[src/logic/dramPkg.sv]
/* DRAM-side definitions for the block store
   Command codes, beat and address widths, command and write structs */

package dramPkg;

	// One beat carries a whole block
	localparam int BEDWidth = 64;
	// Byte address and byte mask
	localparam int DDRAWidth = 16;
	localparam int DDRMWidth = BEDWidth / 8;
	// Block address to byte address
	localparam int BlockShift = $clog2(DDRMWidth);

	typedef logic [DDRAWidth-1:0] ddrAddrT;

	typedef enum logic {
		ddrRead  = 1'b0,
		ddrWrite = 1'b1
	} dramCmdE;

	typedef struct packed {
		ddrAddrT addr;
		dramCmdE command;
	} dramCmd;

	// Mask bit set means byte written
	typedef struct packed {
		logic [BEDWidth-1:0]  data;
		logic [DDRMWidth-1:0] mask;
	} dramWrite;

endpackage

[src/logic/oramPkg.sv]
/* Host-side definitions for the block store
   Command encoding, front-end widths and the command struct */

package oramPkg;

	// ------------------------------------------------------------------------
	// Front-end sizes
	// ------------------------------------------------------------------------

	// One host data word
	localparam int FEDWidth = 32;
	// Host words per block, low word first
	localparam int BlockWords = 2;
	localparam int WordIdxWidth = $clog2(BlockWords);
	localparam logic [WordIdxWidth-1:0] LastWord = WordIdxWidth'(BlockWords - 1);

	// Block address width
	localparam int ORAMU = 10;

	// Traffic generator covers blocks 0 .. TGenBlocks-1
	localparam int TGenBlocks = 16;
	localparam logic [ORAMU-1:0] TGenLastAddr = ORAMU'(TGenBlocks - 1);

	// ------------------------------------------------------------------------
	// Commands
	// ------------------------------------------------------------------------

	// Every command costs one DRAM read and one DRAM write
	typedef enum logic [1:0] {
		cmdRead       = 2'd0,
		cmdWrite      = 2'd1,
		cmdReadRemove = 2'd2
	} cmdE;

	typedef struct packed {
		cmdE              cmd;
		logic [ORAMU-1:0] pAddr;
	} oramCmd;

endpackage
[src/logic/tinyOramWrap.sv]
/* Block store top level
   Host port or traffic generator steered into one DRAM-backed core */

`timescale 1ns/1ps

module tinyOramWrap (
	input  logic                            Clock,
	input  logic                            rstN,

	input  oramPkg::oramCmd                 hostCmd,
	input  logic                            hostCmdValid,
	output logic                            hostCmdReady,
	input  logic [oramPkg::FEDWidth-1:0]    hostDataIn,
	input  logic                            hostDataInValid,
	output logic                            hostDataInReady,
	output logic [oramPkg::FEDWidth-1:0]    hostDataOut,
	output logic                            hostDataOutValid,
	input  logic                            hostDataOutReady,

	input  logic                            modeTrafficGen,

	output dramPkg::dramCmd                 dramCmdOut,
	output logic                            dramCmdValid,
	input  logic                            dramCmdReady,
	input  logic [dramPkg::BEDWidth-1:0]    dramReadData,
	input  logic                            dramReadDataValid,
	output dramPkg::dramWrite               dramWriteOut,
	output logic                            dramWriteValid,
	input  logic                            dramWriteReady,

	output logic                            patternDone,
	output logic                            patternError
);

	// Generator side of the steering
	oramPkg::oramCmd                    genCmd;
	logic                               genCmdValid;
	logic                               genCmdReady;
	logic [oramPkg::FEDWidth-1:0]       genDataIn;
	logic                               genDataInValid;
	logic                               genDataInReady;
	logic [oramPkg::FEDWidth-1:0]       genDataOut;
	logic                               genDataOutValid;
	logic                               genDataOutReady;

	// Core side of the steering
	oramPkg::oramCmd                    coreCmd;
	logic                               coreCmdValid;
	logic                               coreCmdReady;
	logic [oramPkg::FEDWidth-1:0]       coreDataIn;
	logic                               coreDataInValid;
	logic                               coreDataInReady;
	logic [oramPkg::FEDWidth-1:0]       coreDataOut;
	logic                               coreDataOutValid;
	logic                               coreDataOutReady;

	// ------------------------------------------------------------------------
	// Generator, steering, core
	// ------------------------------------------------------------------------

	// Starts as soon as its mode is selected
	trafficGen tGen (
		.Clock(Clock), .rstN(rstN), .enable(modeTrafficGen),
		.cmd(genCmd), .cmdValid(genCmdValid), .cmdReady(genCmdReady),
		.dataIn(genDataIn), .dataInValid(genDataInValid), .dataInReady(genDataInReady),
		.dataOut(genDataOut), .dataOutValid(genDataOutValid), .dataOutReady(genDataOutReady),
		.patternDone(patternDone), .patternError(patternError)
	);

	modeSelect steer (
		.hostCmd(hostCmd), .hostCmdValid(hostCmdValid), .hostCmdReady(hostCmdReady),
		.hostDataIn(hostDataIn), .hostDataInValid(hostDataInValid),
		.hostDataInReady(hostDataInReady),
		.hostDataOut(hostDataOut), .hostDataOutValid(hostDataOutValid),
		.hostDataOutReady(hostDataOutReady),
		.genCmd(genCmd), .genCmdValid(genCmdValid), .genCmdReady(genCmdReady),
		.genDataIn(genDataIn), .genDataInValid(genDataInValid),
		.genDataInReady(genDataInReady),
		.genDataOut(genDataOut), .genDataOutValid(genDataOutValid),
		.genDataOutReady(genDataOutReady),
		.coreCmd(coreCmd), .coreCmdValid(coreCmdValid), .coreCmdReady(coreCmdReady),
		.coreDataIn(coreDataIn), .coreDataInValid(coreDataInValid),
		.coreDataInReady(coreDataInReady),
		.coreDataOut(coreDataOut), .coreDataOutValid(coreDataOutValid),
		.coreDataOutReady(coreDataOutReady),
		.modeTrafficGen(modeTrafficGen)
	);

	blockCore core (
		.Clock(Clock), .rstN(rstN),
		.cmd(coreCmd), .cmdValid(coreCmdValid), .cmdReady(coreCmdReady),
		.dataIn(coreDataIn), .dataInValid(coreDataInValid), .dataInReady(coreDataInReady),
		.dataOut(coreDataOut), .dataOutValid(coreDataOutValid),
		.dataOutReady(coreDataOutReady),
		.dramCmdOut(dramCmdOut), .dramCmdValid(dramCmdValid), .dramCmdReady(dramCmdReady),
		.dramReadData(dramReadData), .dramReadDataValid(dramReadDataValid),
		.dramWriteOut(dramWriteOut), .dramWriteValid(dramWriteValid),
		.dramWriteReady(dramWriteReady)
	);

endmodule

[src/logic/blockCore.sv]
/* Block access core
   Every host command becomes one DRAM read and one full-block write-back */

`timescale 1ns/1ps

module blockCore (
	input  logic                            Clock,
	input  logic                            rstN,

	input  oramPkg::oramCmd                 cmd,
	input  logic                            cmdValid,
	output logic                            cmdReady,

	input  logic [oramPkg::FEDWidth-1:0]    dataIn,
	input  logic                            dataInValid,
	output logic                            dataInReady,

	output logic [oramPkg::FEDWidth-1:0]    dataOut,
	output logic                            dataOutValid,
	input  logic                            dataOutReady,

	output dramPkg::dramCmd                 dramCmdOut,
	output logic                            dramCmdValid,
	input  logic                            dramCmdReady,

	input  logic [dramPkg::BEDWidth-1:0]    dramReadData,
	input  logic                            dramReadDataValid,

	output dramPkg::dramWrite               dramWriteOut,
	output logic                            dramWriteValid,
	input  logic                            dramWriteReady
);

	typedef enum logic [2:0] {
		sInit,
		sIdle,
		sReadCmd,
		sReadWait,
		sHost,
		sWriteBack
	} stateE;

	stateE                              state;
	oramPkg::oramCmd                    curCmd;
	// Fetched block, word 0 in the low half
	logic [oramPkg::BlockWords-1:0][oramPkg::FEDWidth-1:0] blockR;
	logic [oramPkg::WordIdxWidth-1:0]   wordIdx;
	// Write-back halves that already went out
	logic                               cmdDone;
	logic                               dataDone;

	logic                               isWrite;
	logic                               cmdFire;
	logic                               dataInFire;
	logic                               dataOutFire;
	logic                               dramCmdFire;
	logic                               dramWriteFire;
	logic                               lastWord;
	logic                               wbFinished;

	// ------------------------------------------------------------------------
	// Handshakes
	// ------------------------------------------------------------------------

	assign isWrite  = (curCmd.cmd == oramPkg::cmdWrite);
	assign lastWord = (wordIdx == oramPkg::LastWord);

	// Idle only, and not in the first cycle out of reset
	assign cmdReady     = (state == sIdle);
	assign dataInReady  = (state == sHost) && isWrite;
	assign dataOutValid = (state == sHost) && !isWrite;
	assign dataOut      = blockR[wordIdx];

	assign dramCmdValid = (state == sReadCmd) || ((state == sWriteBack) && !cmdDone);
	assign dramCmdOut.addr = dramPkg::ddrAddrT'(curCmd.pAddr) << dramPkg::BlockShift;
	assign dramCmdOut.command = (state == sWriteBack) ? dramPkg::ddrWrite : dramPkg::ddrRead;

	// Whole block always goes back
	assign dramWriteValid     = (state == sWriteBack) && !dataDone;
	assign dramWriteOut.data  = blockR;
	assign dramWriteOut.mask  = '1;

	assign cmdFire       = cmdValid && cmdReady;
	assign dataInFire    = dataInValid && dataInReady;
	assign dataOutFire   = dataOutValid && dataOutReady;
	assign dramCmdFire   = dramCmdValid && dramCmdReady;
	assign dramWriteFire = dramWriteValid && dramWriteReady;

	// Command and data may land in either order
	assign wbFinished = (cmdDone || dramCmdFire) && (dataDone || dramWriteFire);

	// ------------------------------------------------------------------------
	// Control FSM
	// ------------------------------------------------------------------------

	always_ff @(posedge Clock or negedge rstN) begin
		if (!rstN) begin
			state <= sInit;
			wordIdx <= '0;
			cmdDone <= 1'b0;
			dataDone <= 1'b0;
		end else begin
			case (state)
				sInit: state <= sIdle;
				sIdle: begin
					if (cmdFire) begin
						state <= sReadCmd;
					end
				end
				sReadCmd: begin
					if (dramCmdFire) begin
						state <= sReadWait;
					end
				end
				// Latency is up to the memory
				sReadWait: begin
					if (dramReadDataValid) begin
						state <= sHost;
					end
				end
				sHost: begin
					if (dataInFire || dataOutFire) begin
						wordIdx <= wordIdx + 1'b1;
						if (lastWord) begin
							wordIdx <= '0;
							state <= sWriteBack;
						end
					end
				end
				sWriteBack: begin
					if (dramCmdFire) begin
						cmdDone <= 1'b1;
					end
					if (dramWriteFire) begin
						dataDone <= 1'b1;
					end
					if (wbFinished) begin
						cmdDone <= 1'b0;
						dataDone <= 1'b0;
						state <= sIdle;
					end
				end
				default: state <= sIdle;
			endcase
		end
	end

	// ------------------------------------------------------------------------
	// Payload
	// ------------------------------------------------------------------------

	always_ff @(posedge Clock) begin
		if (cmdFire) begin
			curCmd <= cmd;
		end
		if ((state == sReadWait) && dramReadDataValid) begin
			blockR <= dramReadData;
		end else if (dataInFire) begin
			blockR[wordIdx] <= dataIn;
		end else if (dataOutFire && lastWord && (curCmd.cmd == oramPkg::cmdReadRemove)) begin
			// Remove writes back an empty block
			blockR <= '0;
		end
	end

	// Write access shows no read data until the core is idle again
	noOutOnWrite: assert property (@(posedge Clock) disable iff (!rstN)
		cmdFire && (cmd.cmd == oramPkg::cmdWrite) |=> (!dataOutValid until cmdReady));

	// Memory answers only the read just issued
	strobeInWait: assert property (@(posedge Clock) disable iff (!rstN)
		dramReadDataValid |-> (state == sReadWait));

endmodule

[src/logic/trafficGen.sv]
/* Built-in traffic generator
   Writes a known pattern over a block range, reads it back, flags mismatches */

`timescale 1ns/1ps

module trafficGen (
	input  logic                            Clock,
	input  logic                            rstN,
	input  logic                            enable,

	output oramPkg::oramCmd                 cmd,
	output logic                            cmdValid,
	input  logic                            cmdReady,

	output logic [oramPkg::FEDWidth-1:0]    dataIn,
	output logic                            dataInValid,
	input  logic                            dataInReady,

	input  logic [oramPkg::FEDWidth-1:0]    dataOut,
	input  logic                            dataOutValid,
	output logic                            dataOutReady,

	output logic                            patternDone,
	output logic                            patternError
);

	typedef enum logic [1:0] {
		sIdle,
		sCmd,
		sData,
		sDone
	} stateE;

	stateE                              state;
	// High during the write sweep, low during readback
	logic                               writing;
	logic [oramPkg::ORAMU-1:0]          addr;
	logic [oramPkg::WordIdxWidth-1:0]   wordIdx;
	logic                               beat;
	logic [oramPkg::FEDWidth-1:0]       expected;

	// Upper half is the address, lower half its inverse with bit 0 flipped by k
	function automatic logic [oramPkg::FEDWidth-1:0] patternWord(
		input logic [oramPkg::ORAMU-1:0]        a,
		input logic [oramPkg::WordIdxWidth-1:0] k
	);
		logic [oramPkg::FEDWidth/2-1:0] hi;
		logic [oramPkg::FEDWidth/2-1:0] lo;
		hi = a;
		lo = ~hi;
		lo[0] = lo[0] ^ k[0];
		return {hi, lo};
	endfunction

	assign expected = patternWord(addr, wordIdx);

	assign cmd.cmd     = writing ? oramPkg::cmdWrite : oramPkg::cmdRead;
	assign cmd.pAddr   = addr;
	assign cmdValid    = (state == sCmd);
	assign dataIn      = expected;
	assign dataInValid = (state == sData) && writing;
	// Read data is always taken at once
	assign dataOutReady = 1'b1;
	assign patternDone  = (state == sDone);

	// One word moved in either phase
	assign beat = (state == sData) &&
		(writing ? dataInReady : dataOutValid);

	// ------------------------------------------------------------------------
	// Sequencer
	// ------------------------------------------------------------------------

	always_ff @(posedge Clock or negedge rstN) begin
		if (!rstN) begin
			state <= sIdle;
			writing <= 1'b1;
			addr <= '0;
			wordIdx <= '0;
			patternError <= 1'b0;
		end else begin
			// Sticky on first bad word
			if (beat && !writing && (dataOut != expected)) begin
				patternError <= 1'b1;
			end
			case (state)
				sIdle: begin
					if (enable) begin
						state <= sCmd;
					end
				end
				sCmd: begin
					if (cmdReady) begin
						state <= sData;
					end
				end
				sData: begin
					if (beat) begin
						wordIdx <= wordIdx + 1'b1;
						if (wordIdx == oramPkg::LastWord) begin
							wordIdx <= '0;
							state <= sCmd;
							addr <= addr + 1'b1;
							if (addr == oramPkg::TGenLastAddr) begin
								// Wrap to readback, or stop after it
								addr <= '0;
								writing <= 1'b0;
								if (!writing) begin
									state <= sDone;
								end
							end
						end
					end
				end
				default: state <= sDone;
			endcase
		end
	end

	// Offered command stays up and unchanged until taken
	cmdHeld: assert property (@(posedge Clock) disable iff (!rstN)
		cmdValid && !cmdReady |=> cmdValid && $stable(cmd));

endmodule

[src/logic/modeSelect.sv]
/* Channel steering between host, traffic generator and core
   Exactly one side owns the core's handshakes at a time */

`timescale 1ns/1ps

module modeSelect (
	input  oramPkg::oramCmd                 hostCmd,
	input  logic                            hostCmdValid,
	output logic                            hostCmdReady,
	input  logic [oramPkg::FEDWidth-1:0]    hostDataIn,
	input  logic                            hostDataInValid,
	output logic                            hostDataInReady,
	output logic [oramPkg::FEDWidth-1:0]    hostDataOut,
	output logic                            hostDataOutValid,
	input  logic                            hostDataOutReady,

	input  oramPkg::oramCmd                 genCmd,
	input  logic                            genCmdValid,
	output logic                            genCmdReady,
	input  logic [oramPkg::FEDWidth-1:0]    genDataIn,
	input  logic                            genDataInValid,
	output logic                            genDataInReady,
	output logic [oramPkg::FEDWidth-1:0]    genDataOut,
	output logic                            genDataOutValid,
	input  logic                            genDataOutReady,

	output oramPkg::oramCmd                 coreCmd,
	output logic                            coreCmdValid,
	input  logic                            coreCmdReady,
	output logic [oramPkg::FEDWidth-1:0]    coreDataIn,
	output logic                            coreDataInValid,
	input  logic                            coreDataInReady,
	input  logic [oramPkg::FEDWidth-1:0]    coreDataOut,
	input  logic                            coreDataOutValid,
	output logic                            coreDataOutReady,

	input  logic                            modeTrafficGen
);

	// Requests into the core, picked by owner
	assign coreCmd          = modeTrafficGen ? genCmd : hostCmd;
	assign coreCmdValid     = modeTrafficGen ? genCmdValid : hostCmdValid;
	assign coreDataIn       = modeTrafficGen ? genDataIn : hostDataIn;
	assign coreDataInValid  = modeTrafficGen ? genDataInValid : hostDataInValid;
	assign coreDataOutReady = modeTrafficGen ? genDataOutReady : hostDataOutReady;

	// Responses gated so the idle side sees nothing
	assign hostCmdReady     = !modeTrafficGen && coreCmdReady;
	assign hostDataInReady  = !modeTrafficGen && coreDataInReady;
	assign hostDataOutValid = !modeTrafficGen && coreDataOutValid;
	assign genCmdReady      = modeTrafficGen && coreCmdReady;
	assign genDataInReady   = modeTrafficGen && coreDataInReady;
	assign genDataOutValid  = modeTrafficGen && coreDataOutValid;

	// Read data fans out to both sides
	assign hostDataOut = coreDataOut;
	assign genDataOut  = coreDataOut;

endmodule

[config.mk]
export PLATFORM = sky130hd
export DESIGN_NAME = tinyOramWrap
export DESIGN_NICKNAME = d
export VERILOG_FILES = /design/src/logic/dramPkg.sv /design/src/logic/oramPkg.sv /design/src/logic/tinyOramWrap.sv /design/src/logic/blockCore.sv /design/src/logic/trafficGen.sv /design/src/logic/modeSelect.sv
export SDC_FILE = /design/constraint.sdc
export NUM_CORES = 1
export LEC_CHECK = 0
export BUFFER_PORTS_ARGS = -buffer_cell sky130_fd_sc_hd__buf_2
export CORE_ASPECT_RATIO = 0.5
export CORE_MARGIN = 3
export CORE_UTILIZATION = 25
export CTS_BUF_LIST = sky130_fd_sc_hd__clkbuf_8
export DETAILED_ROUTE_END_ITERATION = 6
export SETUP_SLACK_MARGIN = 0.5
export SYNTH_ARGS = -nofsm -noshare
export SYNTH_HDL_FRONTEND = slang
export SYNTH_SLANG_ARGS = --single-unit
[constraint.sdc]
create_clock -name Clock -period 4.8 [get_ports Clock]
set_input_delay 0.24 -clock Clock [delete_from_list [all_inputs] [get_ports Clock]]
set_output_delay 0.24 -clock Clock [all_outputs]
set_load 0.02 [all_outputs]
==> results.json <==
{
  "power_mw": 2.93,
  "areaGrowthSynthToFinish_pct": 27.5,
  "dpl.cell_count": 1015,
  "overflow": 0,
  "criticalPathCategory": "register to register",
  "setup_tns_ps": 0,
  "gr-usage-met2_pct": 28.9,
  "grt_pass1_vias": 4765,
  "synthArstFlopShare_pct": 21.6,
  "gr-usage-all-layers_pct": 15.9,
  "slew_viol_final": 0,
  "placed_area_sq_um": 6830,
  "outcome": "complete, no violations",
  "fillers": 2205,
  "cts_inserted_buffers": 9,
  "vdd_ir_drop_max_uv": 151,
  "dp_hpwl_um": 15600,
  "clock_skew_ps": 9.96,
  "dieHeight_um": 111,
  "syn_area_sq_um": 5530,
  "rsz0062_at_grt": "no",
  "clkLatencyLatePin_ps": 370,
  "vias": 4796,
  "final-setup-viol-count": 0,
  "hold_violations": 0,
  "leakage_nw": 2.98,
  "cts_sinks": 97,
  "coreArea_sq_um": 21100,
  "dieArea_sq_um": 24000,
  "synth-edff-count": 76,
  "fin_crit_sh_pct": 54.3,
  "wirelength_um": 19800,
  "ys_types": 60,
  "grt_max_degree": 66,
  "htree_levels": 3,
  "die_x_um": 216,
  "synth-main-ff-cell": "edfxtp_1",
  "postCtsHoldBufs": 1,
  "fmax_mhz": 384,
  "diodes": 0,
  "antenna_found_initial": 1,
  "avgSynthCellArea_sq_um": 10.4,
  "gp_congestion": 0.835,
  "timing.hold.ws_ps": 139,
  "wl_per_cell_um": 19.2,
  "critPathCaptureType": "register",
  "worst_pin_slew_ps": 1060,
  "grtUsageMet1_pct": 20.1,
  "ys_ff_latch": 97,
  "start_kind": "register",
  "fin_nets": 853,
  "cap_violations": 0,
  "grt_busiest_layer": "met2",
  "worstHoldPathType": "input pin to register",
  "synth_cells": 530,
  "clk_path_buf_depth": 2,
  "post_cts_resized": 0,
  "power_density_nw_per_um2": 416,
  "cts_tree": "yes",
  "start_util_pct": 26.2,
  "final_cells": 1032,
  "cts_root_buffer": "clkbuf_8",
  "final_area_sq_um": 7050,
  "met3_usage_pct": 2.25,
  "dp_slack_ps": 2050,
  "drt-initial-drc-count": 342,
  "ios": 245,
  "post-cts-setup-buffers": 0,
  "path_clk_slew_ps": 90,
  "mostFrequentLayoutCells": "230 x buf_2, 76 x nand2_1, 76 x edfxtp_1, 40 x mux2_2, 36 x o21ai_0",
  "ant_nets": 0,
  "grt_pass1_wl_um": 29300,
  "ys_seq_area_share_pct": 50.8,
  "firstDrtPassIters": 5,
  "num_rows": 37,
  "required_ps": 4800,
  "yosys_warnings": 0,
  "final_common_cell": "buf_2",
  "relSlewSlack_pct": 29.3,
  "drcViolationCount": 0,
  "drive_above_1_share_pct": 42.6,
  "path_max_fanout": 32,
  "postLayoutCoreUtil_pct": 33.4,
  "numPortBuffers": 230,
  "finalWorstPathRequiredPeriod_ps": 2610,
  "via_per_inst": 4.65,
  "fin_ws_ps": 2190,
  "crit_arrival_ps": 2610
}
## worst max-delay path: stages, from the launching register on
cell and delay [ps]:
dfrtp_1 470, or3b_4 460, nor3_4 280, nand2b_1 90, buf_4 260, nand2_2 660
## kinds of logic (layout without fill, tap and decap cells)
family / after synthesis / in the layout / synth area share [%]
xor+xnor: 12 / 12 / 1.90
compound gates: 119 / 119 / 13.1
fa+ha+maj: 1 / 1 / 0.226
mux: 60 / 60 / 11.8
simple gates: 171 / 171 / 15.3
other cells: 2 / 14 / 0.136
buf+inv: 68 / 266 / 6.74
flops: 97 / 97 / 50.8
## Yosys cell counts, types with 2 or more instances
library cell / count / share of area [%]
o21ai_1: 23 / 2.1
nor3_1: 9 / 0.81
o21ai_2: 8 / 1.3
nor4_1: 5 / 0.57
nor2b_1: 4 / 0.45
a31oi_1: 2 / 0.23
edfxtp_1: 76 / 41
nor2_1: 30 / 2.0
mux2_2: 40 / 8.1
buf_1: 4 / 0.27
nand2_1: 77 / 5.2
xnor2_1: 10 / 1.6
nand2b_1: 8 / 0.91
nand3b_1: 2 / 0.27
or3b_2: 2 / 0.32
buf_6: 2 / 0.41
and3b_1: 3 / 0.48
o22ai_1: 7 / 0.79
o21ai_0: 37 / 3.3
mux2i_1: 20 / 3.6
nand4_1: 5 / 0.57
conb_1: 2 / 0.14
or2_2: 2 / 0.23
xor2_1: 2 / 0.32
a22o_1: 10 / 1.6
clkbuf_1: 14 / 0.95
a21oi_1: 16 / 1.4
or4bb_1: 2 / 0.41
nand3_1: 7 / 0.63
and3_1: 4 / 0.45
o31ai_1: 4 / 0.54
dfrtp_1: 20 / 9.1
inv_1: 13 / 0.88
a2bb2oi_1: 2 / 0.32
buf_4: 24 / 3.3
buf_2: 10 / 0.91
## report_power, final
part / internal, mW / switching, mW / leakage (nW)
clock network: 0.289 / 0.289 / 0.110
logic: 0.414 / 0.722 / 1.92
registers: 1.08 / 0.139 / 0.951
total: 1.78 / 1.15 / 2.98
## final cells by class
cell class | count | area, sq um | share of cell area (%)
sequential | 97 | 2810 | 39.9
multi-input combinational | 377 | 2410 | 34.2
timing repair buffer | 236 | 1200 | 17.0
tap | 292 | 365 | 5.18
clock buffer | 9 | 124 | 1.76
clock inverter | 7 | 86.3 | 1.22
inverter | 14 | 52.6 | 0.745
## layer usage
| metal | wire length, um | vias to the layer above | part of all wire (%) |
|---|---|---|---|
| li1 | - | 2297 | - |
| met1 | 8420 | 2361 | 42 |
| met2 | 10500 | 117 | 53 |
| met3 | 687 | 19 | 3.5 |
| met4 | 232 | 2 | 1.2 |
| met5 | 7 | - | 0.035 |
## sequential cells by signal (all words and copies together), names as in the netlist
| signal | flops |
|---|---|
| tGen.patternError | 1 |
| tGen.addr | 10 |
| core.dramCmdOut | 10 |
| core.cmdDone | 1 |
| tGen.wordIdx | 1 |
| core.state | 3 |
| tGen.state | 2 |
| core.dramWriteOut | 64 |
| tGen.writing | 1 |
| core.lastWord | 1 |
| core.dataDone | 1 |
| core.curCmd | 2 |
## final timing paths
check | slack (ps) | endpoint | depth (start not counted) | start
min in group asynchronous | 370 | tGen.addr[2]$_DFFE_PN0P_ | 2 | rstN
max | 2190 | core.dramWriteOut[11]$_DFFE_PP_ | 5 | core.state[1]$_DFFE_PN0P_
max in group asynchronous | 4060 | core.lastWord$_DFFE_PN0P_ | 2 | rstN
min reg2reg | 540 | tGen.writing$_DFFE_PN1P_ | 2 | tGen.writing$_DFFE_PN1P_
max reg2reg | 2190 | core.dramWriteOut[11]$_DFFE_PP_ | 5 | core.state[1]$_DFFE_PN0P_
min | 140 | core.dramWriteOut[29]$_DFFE_PP_ | 3 | dramReadData[21]
(Power assumes the default switching activity.)
